$ cat src/rtl/noc_arb_pkg.sv
package noc_arb_pkg;

	// each mesh direction and the local core has a port and a bit in every grant vector
	localparam int NUM_PORTS = 5;

	// bits needed to encode one direction
	localparam int PORT_IDX_W = 3;

	// the encoding doubles as the bit position of that input in a grant vector
	typedef enum logic [PORT_IDX_W-1:0] {
		PORT_N = 3'd0,
		PORT_S = 3'd1,
		PORT_W = 3'd2,
		PORT_E = 3'd3,
		PORT_L = 3'd4
	} port_e;

	// an address carries y in the upper half and x in the lower half
	function automatic int addr_width(input int coord_w);
		return 2 * coord_w;
	endfunction

	// cyclic successor in the order n, s, w, e, l
	function automatic port_e next_port(input port_e p);
		port_e n;
		if (p == PORT_L) begin
			n = PORT_N;
		end else begin
			n = port_e'(int'(p) + 1);
		end
		return n;
	endfunction

endpackage

$ cat src/rtl/arbiter.sv
`timescale 1ns/1ps

module arbiter #(
	parameter int COORD_W = 4
) (
	input  logic                                         clk,
	input  logic                                         rst_n_i,
	input  logic [noc_arb_pkg::addr_width(COORD_W)-1:0] router_addr_i,

	input  logic [noc_arb_pkg::addr_width(COORD_W)-1:0] addr_header_n_i,
	input  logic [noc_arb_pkg::addr_width(COORD_W)-1:0] addr_header_s_i,
	input  logic [noc_arb_pkg::addr_width(COORD_W)-1:0] addr_header_w_i,
	input  logic [noc_arb_pkg::addr_width(COORD_W)-1:0] addr_header_e_i,
	input  logic [noc_arb_pkg::addr_width(COORD_W)-1:0] addr_header_l_i,

	input  logic                                         write_n_i,
	input  logic                                         write_s_i,
	input  logic                                         write_w_i,
	input  logic                                         write_e_i,
	input  logic                                         write_l_i,

	input  logic                                         release_n_i,
	input  logic                                         release_s_i,
	input  logic                                         release_w_i,
	input  logic                                         release_e_i,
	input  logic                                         release_l_i,

	input  logic                                         change_order_n_i,
	input  logic                                         change_order_s_i,
	input  logic                                         change_order_w_i,
	input  logic                                         change_order_e_i,
	input  logic                                         change_order_l_i,

	output logic [noc_arb_pkg::NUM_PORTS-1:0]            grant_n_o,
	output logic [noc_arb_pkg::NUM_PORTS-1:0]            grant_s_o,
	output logic [noc_arb_pkg::NUM_PORTS-1:0]            grant_w_o,
	output logic [noc_arb_pkg::NUM_PORTS-1:0]            grant_e_o,
	output logic [noc_arb_pkg::NUM_PORTS-1:0]            grant_l_o,

	output logic                                         to_cs_n_o,
	output logic                                         to_cs_s_o,
	output logic                                         to_cs_w_o,
	output logic                                         to_cs_e_o,
	output logic                                         to_cs_l_o
);
	import noc_arb_pkg::*;

	// registered direction and request flag of each input
	port_e hop_n;
	port_e hop_s;
	port_e hop_w;
	port_e hop_e;
	port_e hop_l;
	logic  vld_n;
	logic  vld_s;
	logic  vld_w;
	logic  vld_e;
	logic  vld_l;

	route_stage #(.COORD_W(COORD_W)) route_n (
		.clk(clk), .rst_n_i(rst_n_i), .router_addr_i(router_addr_i),
		.addr_header_i(addr_header_n_i), .write_i(write_n_i), .release_i(release_n_i),
		.nexthop_o(hop_n), .valid_o(vld_n)
	);

	route_stage #(.COORD_W(COORD_W)) route_s (
		.clk(clk), .rst_n_i(rst_n_i), .router_addr_i(router_addr_i),
		.addr_header_i(addr_header_s_i), .write_i(write_s_i), .release_i(release_s_i),
		.nexthop_o(hop_s), .valid_o(vld_s)
	);

	route_stage #(.COORD_W(COORD_W)) route_w (
		.clk(clk), .rst_n_i(rst_n_i), .router_addr_i(router_addr_i),
		.addr_header_i(addr_header_w_i), .write_i(write_w_i), .release_i(release_w_i),
		.nexthop_o(hop_w), .valid_o(vld_w)
	);

	route_stage #(.COORD_W(COORD_W)) route_e (
		.clk(clk), .rst_n_i(rst_n_i), .router_addr_i(router_addr_i),
		.addr_header_i(addr_header_e_i), .write_i(write_e_i), .release_i(release_e_i),
		.nexthop_o(hop_e), .valid_o(vld_e)
	);

	// only this input may resolve to its own port, and that request is never granted
	route_stage #(.COORD_W(COORD_W)) route_l (
		.clk(clk), .rst_n_i(rst_n_i), .router_addr_i(router_addr_i),
		.addr_header_i(addr_header_l_i), .write_i(write_l_i), .release_i(release_l_i),
		.nexthop_o(hop_l), .valid_o(vld_l)
	);

	rr_processor #(.MY_PORT(PORT_N)) rr_n (
		.clk(clk), .rst_n_i(rst_n_i),
		.nexthop_n_i(hop_n), .nexthop_s_i(hop_s), .nexthop_w_i(hop_w),
		.nexthop_e_i(hop_e), .nexthop_l_i(hop_l),
		.valid_n_i(vld_n), .valid_s_i(vld_s), .valid_w_i(vld_w),
		.valid_e_i(vld_e), .valid_l_i(vld_l),
		.change_order_i(change_order_n_i), .grant_o(grant_n_o), .to_cs_o(to_cs_n_o)
	);

	rr_processor #(.MY_PORT(PORT_S)) rr_s (
		.clk(clk), .rst_n_i(rst_n_i),
		.nexthop_n_i(hop_n), .nexthop_s_i(hop_s), .nexthop_w_i(hop_w),
		.nexthop_e_i(hop_e), .nexthop_l_i(hop_l),
		.valid_n_i(vld_n), .valid_s_i(vld_s), .valid_w_i(vld_w),
		.valid_e_i(vld_e), .valid_l_i(vld_l),
		.change_order_i(change_order_s_i), .grant_o(grant_s_o), .to_cs_o(to_cs_s_o)
	);

	rr_processor #(.MY_PORT(PORT_W)) rr_w (
		.clk(clk), .rst_n_i(rst_n_i),
		.nexthop_n_i(hop_n), .nexthop_s_i(hop_s), .nexthop_w_i(hop_w),
		.nexthop_e_i(hop_e), .nexthop_l_i(hop_l),
		.valid_n_i(vld_n), .valid_s_i(vld_s), .valid_w_i(vld_w),
		.valid_e_i(vld_e), .valid_l_i(vld_l),
		.change_order_i(change_order_w_i), .grant_o(grant_w_o), .to_cs_o(to_cs_w_o)
	);

	rr_processor #(.MY_PORT(PORT_E)) rr_e (
		.clk(clk), .rst_n_i(rst_n_i),
		.nexthop_n_i(hop_n), .nexthop_s_i(hop_s), .nexthop_w_i(hop_w),
		.nexthop_e_i(hop_e), .nexthop_l_i(hop_l),
		.valid_n_i(vld_n), .valid_s_i(vld_s), .valid_w_i(vld_w),
		.valid_e_i(vld_e), .valid_l_i(vld_l),
		.change_order_i(change_order_e_i), .grant_o(grant_e_o), .to_cs_o(to_cs_e_o)
	);

	rr_processor #(.MY_PORT(PORT_L)) rr_l (
		.clk(clk), .rst_n_i(rst_n_i),
		.nexthop_n_i(hop_n), .nexthop_s_i(hop_s), .nexthop_w_i(hop_w),
		.nexthop_e_i(hop_e), .nexthop_l_i(hop_l),
		.valid_n_i(vld_n), .valid_s_i(vld_s), .valid_w_i(vld_w),
		.valid_e_i(vld_e), .valid_l_i(vld_l),
		.change_order_i(change_order_l_i), .grant_o(grant_l_o), .to_cs_o(to_cs_l_o)
	);

endmodule

$ cat src/rtl/route_stage.sv
`timescale 1ns/1ps

module route_stage #(
	parameter int COORD_W = 4
) (
	input  logic                                         clk,
	input  logic                                         rst_n_i,
	input  logic [noc_arb_pkg::addr_width(COORD_W)-1:0] router_addr_i,
	input  logic [noc_arb_pkg::addr_width(COORD_W)-1:0] addr_header_i,
	input  logic                                         write_i,
	input  logic                                         release_i,
	output noc_arb_pkg::port_e                           nexthop_o,
	output logic                                         valid_o
);
	import noc_arb_pkg::*;

	logic [COORD_W-1:0] hdr_y;
	logic [COORD_W-1:0] hdr_x;
	logic [COORD_W-1:0] rtr_y;
	logic [COORD_W-1:0] rtr_x;
	port_e              route_d;
	port_e              nexthop_q;
	logic               valid_q;

	assign hdr_y = addr_header_i[2*COORD_W-1:COORD_W];
	assign hdr_x = addr_header_i[COORD_W-1:0];
	assign rtr_y = router_addr_i[2*COORD_W-1:COORD_W];
	assign rtr_x = router_addr_i[COORD_W-1:0];

	// YX order resolves the y offset first, x only once the row matches
	always_comb begin
		if (hdr_y > rtr_y) begin
			route_d = PORT_N;
		end else if (hdr_y < rtr_y) begin
			route_d = PORT_S;
		end else if (hdr_x > rtr_x) begin
			route_d = PORT_E;
		end else if (hdr_x < rtr_x) begin
			route_d = PORT_W;
		end else begin
			route_d = PORT_L;
		end
	end

	// the direction is only looked at while valid is set
	always_ff @(posedge clk) begin
		if (write_i) begin
			nexthop_q <= route_d;
		end
	end

	// a new header in the same cycle as a release keeps the input requesting
	always_ff @(posedge clk) begin
		if (!rst_n_i) begin
			valid_q <= 1'b0;
		end else if (write_i) begin
			valid_q <= 1'b1;
		end else if (release_i) begin
			valid_q <= 1'b0;
		end
	end

	assign nexthop_o = nexthop_q;
	assign valid_o   = valid_q;

endmodule

$ cat src/rtl/rr_processor.sv
`timescale 1ns/1ps

module rr_processor #(
	parameter noc_arb_pkg::port_e MY_PORT = noc_arb_pkg::PORT_N
) (
	input  logic                                 clk,
	input  logic                                 rst_n_i,
	input  noc_arb_pkg::port_e                   nexthop_n_i,
	input  noc_arb_pkg::port_e                   nexthop_s_i,
	input  noc_arb_pkg::port_e                   nexthop_w_i,
	input  noc_arb_pkg::port_e                   nexthop_e_i,
	input  noc_arb_pkg::port_e                   nexthop_l_i,
	input  logic                                 valid_n_i,
	input  logic                                 valid_s_i,
	input  logic                                 valid_w_i,
	input  logic                                 valid_e_i,
	input  logic                                 valid_l_i,
	input  logic                                 change_order_i,
	output logic [noc_arb_pkg::NUM_PORTS-1:0]    grant_o,
	output logic                                 to_cs_o
);
	import noc_arb_pkg::*;

	port_e                hop [NUM_PORTS];
	logic [NUM_PORTS-1:0] valid;
	logic [NUM_PORTS-1:0] req;
	port_e                ptr_q;
	port_e                grant_idx;
	logic                 grant_found;

	// successor in cyclic order that never lands on the port this instance serves
	function automatic port_e skip_own(input port_e p);
		port_e n;
		n = next_port(p);
		if (n == MY_PORT) begin
			n = next_port(n);
		end
		return n;
	endfunction

	assign hop[PORT_N] = nexthop_n_i;
	assign hop[PORT_S] = nexthop_s_i;
	assign hop[PORT_W] = nexthop_w_i;
	assign hop[PORT_E] = nexthop_e_i;
	assign hop[PORT_L] = nexthop_l_i;

	assign valid = {valid_l_i, valid_e_i, valid_w_i, valid_s_i, valid_n_i};

	// an input never competes for its own output
	always_comb begin
		for (int i = 0; i < NUM_PORTS; i++) begin
			req[i] = valid[i] && (hop[i] == MY_PORT) && (i != int'(MY_PORT));
		end
	end

	// walk once around the ring starting at the pointer and take the first request
	always_comb begin
		port_e idx;
		idx         = ptr_q;
		grant_idx   = ptr_q;
		grant_found = 1'b0;
		for (int k = 0; k < NUM_PORTS; k++) begin
			if (!grant_found && req[idx]) begin
				grant_found = 1'b1;
				grant_idx   = idx;
			end
			idx = next_port(idx);
		end
	end

	always_comb begin
		grant_o = '0;
		if (grant_found) begin
			grant_o[grant_idx] = 1'b1;
		end
	end

	assign to_cs_o = grant_found;

	// the grantee drops to lowest priority once the switch is done with it
	always_ff @(posedge clk) begin
		if (!rst_n_i) begin
			ptr_q <= skip_own(MY_PORT);
		end else if (change_order_i && grant_found) begin
			ptr_q <= skip_own(grant_idx);
		end
	end

endmodule

$ cat config.mk
export PLATFORM = sky130hd
export DESIGN_NAME = arbiter
export DESIGN_NICKNAME = d
export VERILOG_FILES = /design/src/rtl/noc_arb_pkg.sv /design/src/rtl/arbiter.sv /design/src/rtl/route_stage.sv /design/src/rtl/rr_processor.sv
export SDC_FILE = /design/constraint.sdc
export NUM_CORES = 1
export LEC_CHECK = 0
export BUFFER_PORTS_ARGS = -buffer_cell sky130_fd_sc_hd__buf_2
export CAP_MARGIN = 40
export CORE_ASPECT_RATIO = 1.1
export CORE_MARGIN = 5
export CORE_UTILIZATION = 30
export DETAILED_ROUTE_END_ITERATION = 10
export GPL_ROUTABILITY_DRIVEN = 0
export GPL_TIMING_DRIVEN = 0
export HOLD_SLACK_MARGIN = 0.02
export SLEW_MARGIN = 0
export SYNTH_ARGS = -nofsm -noshare
export SYNTH_HDL_FRONTEND = slang
export SYNTH_SLANG_ARGS = --single-unit
$ cat constraint.sdc
create_clock -name clk -period 6.1 [get_ports clk]
set_clock_uncertainty 0.2 [all_clocks]
set_input_delay 0.915 -clock clk [delete_from_list [all_inputs] [get_ports clk]]
set_output_delay 0.915 -clock clk [all_outputs]
set_load 0.02 [all_outputs]
==> impl_metrics.yaml <==
outcome:
  status: "completed"
pwr:
  p_leak_nw: 3.739
  power.total_w: 0.004632
  powerDensity_nw_per_um2: 548.1
  ir_worst_vdd_v: 0.0001818
die:
  die_area_sq_um: 27190
  fp.dieH_um: 172.4
  rows: 59
  io_pins: 95
  core_area_sq_um: 23620
  initial_core_util_pct: 30.47
  die_x_um: 157.7
sta:
  hold_ws_ns: 0.3577
  setup_viol: 0
  tightest_slew_ns: 0.8541
  hold_viol: 0
  max_freq_ghz: 0.1710
  period_share_pct: 95.88
  fin_crit_ns: 5.849
  tns_ns: 0
  maxSlewViolCount: 0
  grt_setup_unrepaired: "no"
  slew_headroom_pct: 42.29
global_route:
  met2_usage_pct: 25.56
  grt_antenna_before_repair: 0
  grt_max_degree: 13
  grt_pass1_vias: 7021
  grt-busiest-layer: "met2"
  met1_usage_pct: 19.25
  grtUsageTotal_pct: 14.65
  grt-ovfl-total: 0
  grt_pass1_wl_mm: 33.52
  use_met3_pct: 1.727
yosys:
  synthCells: 925
  avgSynthCellArea_sq_um: 7.780
  synth.area.top_cells: "ha_1, edfxtp_1, dfxtp_1, inv_1, nor2_1"
  ys_ff_latch: 35
  synth_xor_area_share_pct: 0
  synth_edf_count: 15
  syn_area_sq_um: 7197
  post_synth_num_cell_types: 116
  synth-main-ff-cell: "dfxtp_1"
  yosys.area_share.simple_pct: 31.57
  yosysWarnings: 0
  synthMuxAreaShare_pct: 6.311
  ys_seq_area_share_pct: 11.82
  synthAdderAreaFrac_pct: 16.17
  synth_top_cell_area_share_pct: 16.17
  synth_top_cell_by_area: "ha_1"
  synth-async-reset-ratio_pct: 0
  synth-compound-area-share_pct: 27.52
  synth_top_family_by_area: "simple AND/OR/NAND/NOR gates"
layout:
  layout_commonest_cell: "buf_2"
  fin_nets: 1198
  drive_gt1_share_pct: 22.19
  antenna_cells: 0
  fin_area_sq_um: 8451
  final_cells: 1346
  area_delta_synth_final_pct: 17.42
  mostFrequentLayoutCells: "buf_2, ha_1, inv_1"
setup_path:
  crit_path_max_fanout: 10
  r2r_start: "rr_s.ptr_q[0]"
  crit_arrival_ns: 4.73
  r2r_end: "rr_s.ptr_q[1]"
  rr_worst_depth: 22
  rrSetupSlack_ns: 0.33
  worstPathRequired_ns: 4.98
  critPathKind: "flip-flop to output pin"
  endpoint_kind: "output pin"
  cp-start-kind: "flip-flop"
place:
  dp_cells: 1327
  place_hpwl_mm: 16.61
  io_buffers: 88
  placedInstanceArea_sq_um: 8065
clocking:
  cts_root_buf: "clkbuf_16"
  clk_latency_ns: 0.30
  h-tree-depth: 2
  path_clk_slew_ns: 0.07
  cts_buffers: 5
  cts_tree: "built"
  clkSinkCount: 35
  clock_tree.buffer_depth: 2
min_path:
  hold_class: "flip-flop to flip-flop"
  min_to: "rr_e.ptr_q[1]"
  holdPathStages: 2
  hp-start: "rr_e.ptr_q[1]"
drt:
  viasPerCell: 5.504
  vias: 7408
  drcViolationCount: 0
  avgRoutedWirePerCell_um: 15.32
  firstDrtPassIters: 5
  ant_nets: 0
  wl_mm: 20.62
  drt_iter0_markers: 411
job:
  drv_cap: 0
[worst max-delay path, stage by stage, from the launching register on]
cell	delay, ns
dfxtp_1	0.37
clkbuf_4	0.22
inv_1	0.09
ha_1	0.26
a21o_1	0.23
ha_1	0.22
o21ai_0	0.12
a22o_2	0.23
clkinv_2	0.12
ha_2	0.23
or4_4	0.58
and3_1	0.21
o41ai_2	0.35
o221ai_2	0.18
nand3b_4	0.22
mux2_2	0.34
inv_1	0.13
and3_1	0.16
buf_2	0.16
[registers in the layout, indices dropped and copies added, names as in the netlist]
signal	count
route_e.nexthop_o	3
route_l.nexthop_o	3
route_n.nexthop_o	3
route_s.nexthop_o	3
route_w.nexthop_o	3
rr_e.ptr_q	3
rr_l.ptr_q	3
rr_n.ptr_q	3
rr_s.ptr_q	3
rr_w.ptr_q	3
route_e.valid_o	1
route_l.valid_o	1
route_n.valid_o	1
route_s.valid_o	1
route_w.valid_o	1
[report_power, final]
group / internal (W) / switching [W] / total (W) / leakage, nW
sequential: 0.000283 / 0.0000483 / 0.000332 / 0.309
combinational: 0.00159 / 0.00244 / 0.00403 / 3.36
clock: 0.000151 / 0.000122 / 0.000273 / 0.0658
[synth_stat cells (12+ instances only)]
cell type / instances
nor2_1: 73
o21ai_0: 51
clkbuf_1: 12
mux2i_1: 21
nand4_1: 16
nand2_1: 52
and2_1: 12
nand3_1: 30
edfxtp_1: 15
nor2b_1: 21
inv_1: 82
nand2b_1: 24
a31oi_1: 15
a21oi_1: 52
dfxtp_1: 20
ha_1: 93
nor3_1: 26
[per-layer routing]
layer,up-vias,wire [um]
li1,3761,-
met1,3431,9546
met2,191,9925
met3,25,827
met4,0,321
met5,-,0
[cells by family (layout without fill, tap and decap cells)]
| group | after synthesis | in the layout |
|---|---|---|
| muxes | 38 | 38 |
| buffers and inverters | 110 | 222 |
| and+or+nand+nor | 378 | 378 |
| other | 1 | 5 |
| DFF | 35 | 35 |
| adders and majority gates | 93 | 93 |
| AOI/OAI and AO/OA | 270 | 270 |
[timing repair]
action | CTS | global route
pin swaps | 2 | 9
endpoints found under the setup margin | 20 | 23
endpoints found under the hold margin | 0 | 0
hold buffers | 0 | 0
buffers inserted | 2 | 11
gates resized for setup | 14 | 32
[cell type report]
cell class / count / area [sq um]
multi-input combinational: 784 / 6017
timing repair buffer: 106 / 569.3
fill: 2477 / 15170
sequential: 35 / 855.8
inverter: 83 / 316.6
clock inverter: 3 / 20.02
clock buffer: 5 / 125.1
tap: 305 / 381.6
buffer: 25 / 165.2
[metrics by stage]
| stage | setup slack [ns] | utilization [%] |
|---|---|---|
| detailed placement | -0.5074 | 34.14 |
| floorplan | 0.2707 | - |
| finish | 0.2512 | 35.77 |
| global route | 0.001494 | 35.77 |
| global placement | -0.4985 | 34.01 |
| CTS | 0.005646 | 34.94 |
[worst max-delay path by stage]
| stage | start | endpoint |
|---|---|---|
| after floorplan | rr_n.ptr_q[0] | grant_n_o[2] |
| after global placement | rr_n.ptr_q[0] | grant_n_o[3] |
| after detailed placement | rr_n.ptr_q[0] | grant_n_o[3] |
| after CTS | rr_e.ptr_q[0] | grant_e_o[0] |
| after global routing | rr_w.ptr_q[0] | grant_w_o[3] |
| final | rr_w.ptr_q[0] | grant_w_o[3] |
Power figures use the tool's default switching activity.
